<file path="src/common/gfx_cfg.svh">
`ifndef GFX_CFG_SVH
`define GFX_CFG_SVH

// screen geometry in pixels
`define GFX_SCREEN_W 320
`define GFX_SCREEN_H 240

// framebuffer word addresses, one buffer per base
`define GFX_FB_BASE0 32'h0000_0000
`define GFX_FB_BASE1 32'h0002_0000

`endif

</file>
<file path="src/common/apb_pkg.sv">
package apb_pkg;

	typedef logic [3:0] apb_addr_t;

	localparam apb_addr_t reg_start  = 4'h0;	// start corner
	localparam apb_addr_t reg_end    = 4'h4;	// end corner
	localparam apb_addr_t reg_color  = 4'h8;
	localparam apb_addr_t reg_cmd    = 4'hC;	// write starts a command
	localparam apb_addr_t reg_status = 4'h0;	// read side of offset 0

	typedef struct packed {
		logic [15:0] rsvd_hi;
		logic [7:0]  reject_count;	// saturates at 255
		logic [5:0]  rsvd_lo;
		logic        front_buf;
		logic        busy;
	} status_t;

endpackage

</file>
<file path="src/common/draw_pkg.sv">
package draw_pkg;

	typedef logic [8:0] coord_x_t;
	typedef logic [7:0] coord_y_t;

	typedef logic [31:0] color_t;

	// opcode lives in bits 2:0 of the command register
	typedef enum logic [2:0] {
		op_nop   = 3'd0,
		op_pixel = 3'd1,
		op_rect  = 3'd2,
		op_flip  = 3'd3
	} draw_op_t;

	typedef logic [31:0] fb_addr_t;

endpackage

</file>
<file path="src/logic/apb_slave.sv">
`timescale 1ns/1ns

module apb_slave (
	input  logic               clk,
	input  logic               rst_n,
	input  logic               psel,
	input  logic               penable,
	input  logic               pwrite,
	input  apb_pkg::apb_addr_t paddr,
	input  logic [31:0]        pwdata,
	output logic [31:0]        prdata,
	input  apb_pkg::status_t   status,
	output logic [16:0]        start_pt,
	output logic [16:0]        end_pt,
	output draw_pkg::color_t   color,
	output logic [31:0]        cmd_word,
	output logic               cmd_valid
);
	import apb_pkg::*;

	logic wr_en;
	logic rd_en;

	// no wait states, access phase always completes
	assign wr_en = psel & penable & pwrite;
	assign rd_en = psel & ~pwrite;

	always_ff @(posedge clk or negedge rst_n)
	begin
		if (!rst_n)
		begin
			start_pt  <= '0;
			end_pt    <= '0;
			color     <= '0;
			cmd_word  <= '0;
			cmd_valid <= 1'b0;
		end
		else
		begin
			cmd_valid <= 1'b0;
			if (wr_en)
			begin
				case (paddr)
					reg_start: start_pt <= pwdata[16:0];	// y in 16:9, x in 8:0
					reg_end:   end_pt   <= pwdata[16:0];
					reg_color: color    <= pwdata;
					reg_cmd:
					begin
						cmd_word  <= pwdata;
						cmd_valid <= 1'b1;	// one cycle strobe
					end
					default: ;
				endcase
			end
		end
	end

	always_comb
	begin
		prdata = '0;
		if (rd_en && paddr == reg_status)
			prdata = status;
	end

endmodule

</file>
<file path="src/logic/cmd_decode.sv">
`timescale 1ns/1ns

module cmd_decode (
	input  logic               clk,
	input  logic               rst_n,
	input  logic               cmd_valid,
	input  logic [31:0]        cmd_word,
	output logic               draw_req,
	output logic               flip_req,
	output draw_pkg::draw_op_t draw_op
);
	import draw_pkg::*;

	draw_op_t opcode;
	logic     is_draw;
	logic     is_flip;

	assign opcode = draw_op_t'(cmd_word[2:0]);

	always_comb
	begin
		is_draw = 1'b0;
		is_flip = 1'b0;
		case (opcode)
			op_pixel, op_rect: is_draw = 1'b1;
			op_flip:           is_flip = 1'b1;
			default: ;	// nop and undefined codes fall through
		endcase
	end

	always_ff @(posedge clk or negedge rst_n)
	begin
		if (!rst_n)
		begin
			draw_req <= 1'b0;
			flip_req <= 1'b0;
			draw_op  <= op_nop;
		end
		else
		begin
			draw_req <= cmd_valid & is_draw;
			flip_req <= cmd_valid & is_flip;
			if (cmd_valid && is_draw)
				draw_op <= opcode;	// held until next draw
		end
	end

endmodule

</file>
<file path="src/logic/frame_controller.sv">
`timescale 1ns/1ns

module frame_controller (
	input  logic             clk,
	input  logic             rst_n,
	input  logic             draw_req,
	input  logic             flip_req,
	input  logic             render_done,
	output logic             render_start,
	output logic             back_buf,
	output logic             front_buf,
	output apb_pkg::status_t status
);
	import apb_pkg::*;

	logic       busy;
	logic [7:0] reject_count;
	logic       drop;

	assign drop = busy & (draw_req | flip_req);

	always_ff @(posedge clk or negedge rst_n)
	begin
		if (!rst_n)
		begin
			busy         <= 1'b0;
			render_start <= 1'b0;
			back_buf     <= 1'b0;
			front_buf    <= 1'b0;
		end
		else
		begin
			render_start <= 1'b0;
			if (busy)
			begin
				if (render_done)
					busy <= 1'b0;
			end
			else if (draw_req)
			begin
				busy         <= 1'b1;
				render_start <= 1'b1;
				back_buf     <= ~front_buf;	// draw into the hidden buffer
			end
			else if (flip_req)
				front_buf <= ~front_buf;
		end
	end

	always_ff @(posedge clk or negedge rst_n)
	begin
		if (!rst_n)
			reject_count <= '0;
		else if (drop && reject_count != 8'hff)
			reject_count <= reject_count + 8'd1;
	end

	always_comb
	begin
		status              = '0;
		status.busy         = busy;
		status.front_buf    = front_buf;
		status.reject_count = reject_count;
	end

endmodule

</file>
<file path="src/render/render_engine.sv">
`timescale 1ns/1ns

`include "gfx_cfg.svh"

module render_engine (
	input  logic               clk,
	input  logic               rst_n,
	input  logic               render_start,
	input  draw_pkg::draw_op_t draw_op,
	input  logic [16:0]        start_pt,
	input  logic [16:0]        end_pt,
	input  draw_pkg::color_t   color,
	output logic               pix_valid,
	output draw_pkg::coord_x_t pix_x,
	output draw_pkg::coord_y_t pix_y,
	output draw_pkg::color_t   pix_color,
	output logic               render_done
);
	import draw_pkg::*;

	typedef enum logic {st_idle, st_walk} state_t;

	state_t   state;
	coord_x_t sx, ex, min_x, max_x;
	coord_y_t sy, ey, min_y, max_y;
	coord_x_t lo_x, hi_x, cur_x;
	coord_y_t hi_y, cur_y;
	logic     last_x;
	logic     last_y;

	// order the corners, a pixel uses its start corner twice
	always_comb
	begin
		sx    = start_pt[8:0];
		sy    = start_pt[16:9];
		ex    = (draw_op == op_pixel) ? sx : end_pt[8:0];
		ey    = (draw_op == op_pixel) ? sy : end_pt[16:9];
		min_x = (sx < ex) ? sx : ex;
		max_x = (sx < ex) ? ex : sx;
		min_y = (sy < ey) ? sy : ey;
		max_y = (sy < ey) ? ey : sy;
	end

	assign last_x = (cur_x == hi_x);
	assign last_y = (cur_y == hi_y);

	always_ff @(posedge clk or negedge rst_n)
	begin
		if (!rst_n)
		begin
			state <= st_idle;
			cur_x <= '0;
			cur_y <= '0;
		end
		else
		begin
			case (state)
				st_idle:
					if (render_start)
					begin
						state <= st_walk;
						cur_x <= min_x;
						cur_y <= min_y;
					end
				st_walk:
					if (!last_x)
						cur_x <= cur_x + 9'd1;
					else if (!last_y)
					begin
						cur_x <= lo_x;	// back to row start
						cur_y <= cur_y + 8'd1;
					end
					else
						state <= st_idle;
				default: state <= st_idle;
			endcase
		end
	end

	always_ff @(posedge clk)
	begin
		if (render_start && state == st_idle)
		begin
			lo_x      <= min_x;
			hi_x      <= max_x;
			hi_y      <= max_y;
			pix_color <= color;
		end
	end

	assign pix_valid   = (state == st_walk);
	assign pix_x       = cur_x;
	assign pix_y       = cur_y;
	assign render_done = pix_valid & last_x & last_y;	// with final pixel

endmodule

</file>
<file path="src/render/pixel_writer.sv">
`timescale 1ns/1ns

`include "gfx_cfg.svh"

module pixel_writer (
	input  logic               clk,
	input  logic               rst_n,
	input  logic               pix_valid,
	input  draw_pkg::coord_x_t pix_x,
	input  draw_pkg::coord_y_t pix_y,
	input  draw_pkg::color_t   pix_color,
	input  logic               back_buf,
	output logic               fb_we,
	output draw_pkg::fb_addr_t fb_addr,
	output draw_pkg::color_t   fb_data
);
	import draw_pkg::*;

	localparam fb_addr_t screen_w = `GFX_SCREEN_W;
	localparam fb_addr_t base0    = `GFX_FB_BASE0;
	localparam fb_addr_t base1    = `GFX_FB_BASE1;

	fb_addr_t base;
	fb_addr_t row_off;
	fb_addr_t addr_next;

	always_comb
	begin
		base      = back_buf ? base1 : base0;
		row_off   = fb_addr_t'(pix_y) * screen_w;
		addr_next = base + row_off + fb_addr_t'(pix_x);
	end

	always_ff @(posedge clk or negedge rst_n)
	begin
		if (!rst_n)
			fb_we <= 1'b0;
		else
			fb_we <= pix_valid;
	end

	always_ff @(posedge clk)
	begin
		if (pix_valid)
		begin
			fb_addr <= addr_next;
			fb_data <= pix_color;
		end
	end

endmodule

</file>
<file path="src/logic/gfx_top.sv">
`timescale 1ns/1ns

module gfx_top (
	input  logic               clk,
	input  logic               rst_n,
	input  logic               psel,
	input  logic               penable,
	input  logic               pwrite,
	input  apb_pkg::apb_addr_t paddr,
	input  logic [31:0]        pwdata,
	output logic [31:0]        prdata,
	output logic               fb_we,
	output draw_pkg::fb_addr_t fb_addr,
	output draw_pkg::color_t   fb_data,
	output logic               front_buf
);
	import apb_pkg::*;
	import draw_pkg::*;

	status_t     status;
	logic [16:0] start_pt;
	logic [16:0] end_pt;
	color_t      color;
	logic [31:0] cmd_word;
	logic        cmd_valid;
	logic        draw_req;
	logic        flip_req;
	draw_op_t    draw_op;
	logic        render_start;
	logic        render_done;
	logic        back_buf;
	logic        pix_valid;
	coord_x_t    pix_x;
	coord_y_t    pix_y;
	color_t      pix_color;

	apb_slave apb_slave_inst (
		.clk(clk), .rst_n(rst_n),
		.psel(psel), .penable(penable), .pwrite(pwrite),
		.paddr(paddr), .pwdata(pwdata), .prdata(prdata),
		.status(status),
		.start_pt(start_pt), .end_pt(end_pt), .color(color),
		.cmd_word(cmd_word), .cmd_valid(cmd_valid)
	);

	cmd_decode cmd_decode_inst (
		.clk(clk), .rst_n(rst_n),
		.cmd_valid(cmd_valid), .cmd_word(cmd_word),
		.draw_req(draw_req), .flip_req(flip_req), .draw_op(draw_op)
	);

	frame_controller frame_controller_inst (
		.clk(clk), .rst_n(rst_n),
		.draw_req(draw_req), .flip_req(flip_req), .render_done(render_done),
		.render_start(render_start), .back_buf(back_buf),
		.front_buf(front_buf), .status(status)
	);

	render_engine render_engine_inst (
		.clk(clk), .rst_n(rst_n),
		.render_start(render_start), .draw_op(draw_op),
		.start_pt(start_pt), .end_pt(end_pt), .color(color),
		.pix_valid(pix_valid), .pix_x(pix_x), .pix_y(pix_y),
		.pix_color(pix_color), .render_done(render_done)
	);

	pixel_writer pixel_writer_inst (
		.clk(clk), .rst_n(rst_n),
		.pix_valid(pix_valid), .pix_x(pix_x), .pix_y(pix_y),
		.pix_color(pix_color), .back_buf(back_buf),
		.fb_we(fb_we), .fb_addr(fb_addr), .fb_data(fb_data)
	);

endmodule

</file>
<file path="config.mk">
export PLATFORM = sky130hd
export DESIGN_NAME = gfx_top
export DESIGN_NICKNAME = d
export VERILOG_FILES = /design/src/common/apb_pkg.sv /design/src/common/draw_pkg.sv /design/src/logic/apb_slave.sv /design/src/logic/cmd_decode.sv /design/src/logic/frame_controller.sv /design/src/render/render_engine.sv /design/src/render/pixel_writer.sv /design/src/logic/gfx_top.sv
export VERILOG_INCLUDE_DIRS = /design/src /design/src/common
export SDC_FILE = /design/constraint.sdc
export NUM_CORES = 1
export LEC_CHECK = 0
export BUFFER_PORTS_ARGS = -buffer_cell sky130_fd_sc_hd__clkbuf_2
export CAP_MARGIN = 20
export CORE_MARGIN = 2
export CORE_UTILIZATION = 35
export CTS_CLUSTER_DIAMETER = 30
export DETAILED_ROUTE_END_ITERATION = 8
export MAX_ROUTING_LAYER = met4
export SLEW_MARGIN = 10
export SYNTH_ARGS = -nofsm -noshare
export SYNTH_HDL_FRONTEND = slang
export SYNTH_SLANG_ARGS = --single-unit
</file>
<file path="constraint.sdc">
create_clock -name clk -period 7.56 [get_ports clk]
set_input_delay 0.756 -clock clk [delete_from_list [all_inputs] [get_ports clk]]
set_output_delay 0.756 -clock clk [all_outputs]
set_load 0.01 [all_outputs]
</file>
Word level (Yosys, flattened, before mapping)
Index checks and enable logic that the tools add are counted.
Widths: inputs -> output; s select.
{ "op_classes": {"n_eq_ne": 14, "n_bitwise": 14, "reduce_logical": 14, "addsub": 5, "order_cmp": 2, "n_mux": 28, "n_mul": 1} }
{ "op_table": {"columns": ["op", "count"], "rows": [
  ["$mux 9", 6],
  ["$mux 8", 6],
  ["$add 32x17->32", 1],
  ["$add 32x9->32", 1],
  ["$mux 18", 1],
  ["$pmux 9 s2", 1],
  ["$add 8x1->8 const B", 2],
  ["$mux 16", 1],
  ["$pmux 8 s2", 1],
  ["$reduce_and 2->1", 6],
  ["$mul 8x3->11 const B", 1],
  ["$mux 1", 11],
  ["$add 9x1->9 const B", 1],
  ["$eq 9x9->1", 1],
  ["$lt 9x9->1", 1],
  ["$and 1x1->1", 8],
  ["$eq 4x4->1 const B", 2],
  ["$eq 8x8->1", 1],
  ["$lt 8x8->1", 1],
  ["$ne 8x8->1 const B", 1],
  ["$eq 3x1->1 const B", 2],
  ["$eq 3x2->1 const B", 2],
  ["$ne 2x2->1 const B", 3],
  ["$reduce_and 3->1", 2],
  ["other kinds (8)", 15]
]} }
{ "word_totals": {"register_bits": 228, "elab_cells": 101} }

Longest topological paths before layout
{ "logic_depth": {"word_depth": 6, "depth_mapped": 12, "mapped_depth_nobuf": 10} }

Modules after synthesis
From an unflattened synthesis, not the netlist that was laid out.
{ "unflattened": {"cells_unflattened": 819, "hier_area_um2": 11514.8} }
{ "modules_own_cells": {"columns": ["mod", "area_each_um2", "cells_each", "instances"], "rows": [
  ["render_engine", 4211.5, 343, 1],
  ["apb_slave", 4058.9, 250, 1],
  ["pixel_writer", 2272.2, 135, 1],
  ["frame_controller", 763.2, 74, 1],
  ["cmd_decode", 209.0, 17, 1]
]} }

Worst setup path after synthesis
OpenSTA, ideal clock, no wires.
{ "synth_path": {"path_kind": "register -> register", "from": "reg render_engine_inst.state, in the netlist render_engine_inst.pix_valid", "to": "reg render_engine_inst.cur_y[3], in the netlist render_engine_inst.pix_y[3]", "setup_time_ps": 149, "path_slack_ps": 3539, "period_less_slack_ps": 4021, "required_time_ps": 7411, "stages_incl_launch_ff": 9, "t_arrival_ps": 3872, "path_cell_list": "dfrtp_1 > clkbuf_1 > inv_1 > nand2_1 > inv_1 > clkbuf_1 > a41oi_1 > o21ai_0 > o311ai_0"} }
{ "synth_via": {"elab_chain_cells": 3, "elab_cells_between_ends": 6} }
{ "synth_rtl": {"columns": ["element", "line_no", "source"], "rows": [
  ["start: declaration", "render_engine.sv:23", "state_t state;"],
  ["start signal: assignment", "render_engine.sv:51", "state <= st_idle;"],
  ["start signal: assignment", "render_engine.sv:61", "state <= st_walk;"],
  ["start signal: assignment", "render_engine.sv:74", "state <= st_idle;"],
  ["$not 1->1", "render_engine.sv:57", "case (state)"],
  ["$ne 2x2->1 (no line)", null, null],
  ["$reduce_and 3->1 (no line)", null, null],
  ["end signal: assignment", "render_engine.sv:63", "cur_y <= min_y;"],
  ["end signal: assignment", "render_engine.sv:71", "cur_y <= cur_y + 8'd1;"],
  ["end: declaration", "render_engine.sv:27", "coord_y_t hi_y, cur_y;"]
]} }
Parallel ways exist; a longest one is shown, timed or not.
A chain may end at the register's enable or synchronous reset.

Final worst setup path
{ "layout_path": {"from": "reg cmd_decode_inst.draw_op[1]", "to": "reg render_engine_inst.cur_x[8], in the netlist render_engine_inst.pix_x[8]"} }
{ "layout_via": {"elab_chain_cells": 6} }
{ "layout_rtl": {"columns": ["element", "line_no", "source"], "rows": [
  ["start: declaration", "cmd_decode.sv:10", "output draw_pkg::draw_op_t draw_op"],
  ["start signal: assignment", "cmd_decode.sv:37", "draw_op <= op_nop;"],
  ["start signal: assignment", "cmd_decode.sv:44", "draw_op <= opcode;"],
  ["$eq 3x1->1 *", "render_engine.sv:36", "ex = (draw_op == op_pixel) ? sx : end_pt[8:0];"],
  ["$mux 9 *", "render_engine.sv:36", null],
  ["$lt 9x9->1", "render_engine.sv:38", "min_x = (sx < ex) ? sx : ex;"],
  ["$mux 9 *", "render_engine.sv:38", null],
  ["via render_engine_inst.min_x[8]", "render_engine.sv:24", "coord_x_t sx, ex, min_x, max_x;"],
  ["$mux 9 *", "render_engine.sv:59", "if (render_start)"],
  ["$pmux 9 s2 *", "render_engine.sv:57", null],
  ["end signal: assignment", "render_engine.sv:62", "cur_x <= min_x;"],
  ["end signal: assignment", "render_engine.sv:67", "cur_x <= cur_x + 9'd1;"],
  ["end signal: assignment", "render_engine.sv:70", "cur_x <= lo_x;"],
  ["end: declaration", "render_engine.sv:26", "coord_x_t lo_x, hi_x, cur_x;"]
]} }
The timed path passes the listed nets; every way through them passes the cells marked *. The select of a mux whose other input is x is not followed.

==> key figures <==
Placement
  • Dpl cells: 1203
  • Placed instance area: 0.0107 sq mm
  • # port buffers: 103
  • Final GP Congestion: 0.807
  • Detail Placement HPWL: 13.2 mm

Final layout
  • Final nets: 956
  • # diodes: 0
  • Area growth syn-to-layout: 26.8%
  • Share of layout cells above drive strength 1: 0.319
  • Multi-input logic area: 0.00359 sq mm
  • Final instance area: 0.0125 sq mm
  • Finished Layout Cells: 1301
  • FF+latch area: 0.00593 sq mm
  • Fill count: 2544

STA
  • Clock Skew: 0.0136 ns
  • Unrepaired setup endpoints after global routing: no
  • Slew Limit Headroom: 0.320
  • Setup violators final: 0
  • Worst Tran Pin Value: 1.02 ns
  • Fin. max-slew vios: 0
  • FMAX: 0.278 GHz
  • Final Critical Period: 3.59 ns
  • Final hold violation count: 0
  • Setup TNS Final: 0 ns
  • Ratio of final minimum period to clock period: 0.475

Power
  • Power, Total: 4190 uW
  • Comb pwr share: 0.116
  • Sequential Power Share: 0.348
  • Pwr dens: 335 mW/mm^2
  • Leak: 0.00538 uW
  • Clock network fraction of design power: 0.536
  • Power Internal: 3140 uW
  • Peak VDD IR: 0.185 mV
  • Sw frac: 0.250
  • Switch Pwr: 1050 uW

Clock tree
  • Htree depth: 2
  • Post-CTS Setup Repair Bufs: 0
  • CTS sink cnt: 215
  • CTS max path bufs: 3
  • TritonCTS clock tree: yes
  • Cts repair resizes: 0
  • CTS root buffer: clkbuf_16
  • Clock transition at the registers of the reported paths: 0.05 ns
  • Cts bufs inserted: 52
  • Later-pin clock latency in the skew report: 0.53 ns
  • Hold-fix buffers at CTS: 0

Hold path
  • Min-Delay Path Class: in2async

Die
  • Starting Density: 0.355
  • Ports: 139
  • Die Height: 172 microns
  • Die width: 172 microns
  • Rows: 61
  • DIE AREA: 0.0296 sq mm
  • CORE AREA: 0.0278 sq mm

Synthesis
  • Cells taking the most area after synthesis: edfxtp_1, dfrtp_1, mux2_2
  • Ys flop type: edfxtp_1
  • Post-synth top area cell: edfxtp_1
  • Synth Area per Inst: 13.3 sq um
  • Synth top area share: 0.332
  • Syn. warnings: 0
  • Ys async rst share: 0.493
  • Seq/Total Area, Yosys: 0.600
  • Flops & latches, synth: 215
  • Post-Synthesis Cell Area: 0.00987 sq mm
  • Number of distinct library cells after synthesis: 68
  • Post-synth EDFFs: 109
  • Syn Inst Count: 741

Route
  • DRC: 0
  • Via count: 6249
  • Vias/cell: 4.80
  • WL/cell: 15.6 microns
  • Iteration-0 DRC Markers: 346
  • DR pass1 iterations: 4
  • DRT antenna net count: 0
  • Post-Route WL: 20.3 mm

Critical path
  • CP startpoint kind: flip-flop
  • Critical path peak fanout: 17
  • Slowest cell on crit path: a211oi_4
  • Critical Path End Type: flip-flop
  • Max stage delay on crit path: 0.57 ns
  • Worst Path Required: 7.98 ns
  • CP Cell Sequence: nor3b_2, buf_4, mux2i_1, ha_1, o21ai_0, or2b_2, a211oi_4, buf_4, mux2i_1, o22ai_1, nor4_1
  • Worst setup path category: reg2reg
  • Critical path arrival: 4.01 ns

Global route
  • Global route overflow: 0
  • Initial antenna violation count: 0
  • Pin count of the biggest net entering global routing: 75
  • Tot GR Track Use: 0.144
  • Vias in the first global route: 6353
  • Global-route wire length before repair: 32.7 mm

Status
  • Status: completed

Run
  • Maxcap violations: 0
[cells in the mapped netlist (all sizes together), types with 3 or more instances]
| cell | count |
|---|---|
| and2 | 11 |
| nand4 | 8 |
| dfrtp | 106 |
| o21ai | 18 |
| nor3b | 4 |
| mux2 | 75 |
| nand3 | 13 |
| a31oi | 8 |
| edfxtp | 109 |
| and3 | 5 |
| o32ai | 6 |
| a21oi | 39 |
| buf | 47 |
| nor2b | 3 |
| mux2i | 23 |
| o211ai | 3 |
| nor2 | 38 |
| inv | 23 |
| and4 | 3 |
| nand2 | 30 |
| o31ai | 5 |
| ha | 33 |
| nor3 | 15 |
| o311ai | 3 |
| or2 | 3 |
| o22ai | 7 |
| a211oi | 5 |
| or3 | 4 |
| xnor2 | 21 |
| nand2b | 6 |
| nor4 | 5 |
| clkbuf | 15 |
| xor2 | 17 |
[registers in the layout, summed over array words and instances, names as in the netlist, 3 cells and up]
| name | flops |
|---|---|
| pixel_writer_inst.fb_data | 32 |
| render_engine_inst.pix_x | 9 |
| pixel_writer_inst.fb_addr | 19 |
| frame_controller_inst.reject_count | 8 |
| cmd_decode_inst.draw_op | 3 |
| render_engine_inst.hi_y | 8 |
| apb_slave_inst.start_pt | 17 |
| apb_slave_inst.color | 32 |
| render_engine_inst.pix_color | 32 |
| apb_slave_inst.end_pt | 17 |
| render_engine_inst.lo_x | 9 |
| render_engine_inst.pix_y | 8 |
| render_engine_inst.hi_x | 9 |
| apb_slave_inst.cmd_word | 3 |
[worst paths after layout]
kind | depth (start not counted) | startpoint | to | slack [ns]
min reg2reg | 0 | render_engine_inst.pix_color[23] | pixel_writer_inst.fb_data[23] | 0.41
min | 1 | rst_n | apb_slave_inst.color[22] | 0.18
max | 11 | cmd_decode_inst.draw_op[1] | render_engine_inst.pix_x[8] | 3.97
min in group clk | 0 | render_engine_inst.pix_color[23] | pixel_writer_inst.fb_data[23] | 0.41
max reg2reg | 11 | cmd_decode_inst.draw_op[1] | render_engine_inst.pix_x[8] | 3.97
max in group asynchronous | 3 | rst_n | render_engine_inst.pix_valid | 6.29
[cells by family (layout without fill, tap and decap cells)]
family / Yosys count / count (layout) / share of synthesized area
compound gates: 112 / 112 / 0.0759
xor+xnor: 38 / 38 / 0.0337
fa+ha+maj: 35 / 35 / 0.0459
buf+inv: 86 / 233 / 0.0501
flops: 215 / 215 / 0.600
mux: 98 / 98 / 0.109
other cells: 1 / 36 / 0.000380
simple gates: 156 / 156 / 0.0842
[critical path: cells and delay by family, from the launching register on]
| family | cells | cell delay [ns] |
|---|---|---|
| buffers and inverters | 2 | 0.62 |
| multiplexers | 2 | 0.57 |
| adder cells (fa/ha/maj) | 1 | 0.27 |
| AO/OA/AOI/OAI | 3 | 0.82 |
| flip-flops | 1 | 0.39 |
| AND/OR/NAND/NOR | 3 | 0.81 |
[stage by stage]
step	util	setup slack [ns]	hold slack [ns]
2_1_floorplan	-	3.54	0.400
3_3_place_gp	0.384	4.03	0.401
3_5_place_dp	0.384	3.98	0.406
4_1_cts	0.449	3.94	0.177
5_1_grt	0.450	3.64	0.203
6_report	0.450	3.97	0.178
[cell type report]
cell class / instances / area share
Tap cell: 378 / 0.0378
Multi-Input combinational cell: 475 / 0.287
Clock inverter: 32 / 0.0316
Timing Repair Buffer: 113 / 0.0490
Sequential cell: 215 / 0.474
Clock buffer: 65 / 0.114
Inverter: 23 / 0.00690
[metal layers]
layer	routed length [microns]	share of wire	global-route usage
met5	0	0	-
met4	430	0.021	0.0515
met3	1100	0.054	0.0339
met2	9850	0.48	0.233
met1	8940	0.44	0.178
[placed cells by master (no fill, tap or decap), types with 22 or more instances in the layout]
master and instances:
edfxtp_1 109, mux2i_1 22, ha_1 33, dfrtp_1 105, conb_1 36, clkbuf_16 53
clkbuf_2 102, mux2_2 75, nor2_1 37, nand2_1 30, inv_1 22, a21oi_1 39
[power by group through the flow]
stage / registers [uW] / logic (uW) / clock network [uW]
6_report: 1460 / 484 / 2250
5_1_grt: 1480 / 552 / 2360
4_1_cts: 1460 / 487 / 2300
3_5_place_dp: 1480 / 483 / 0
3_3_place_gp: 1470 / 477 / 0
2_1_floorplan: 1440 / 397 / 0
No activity file was read; power rests on OpenSTA's default activity.
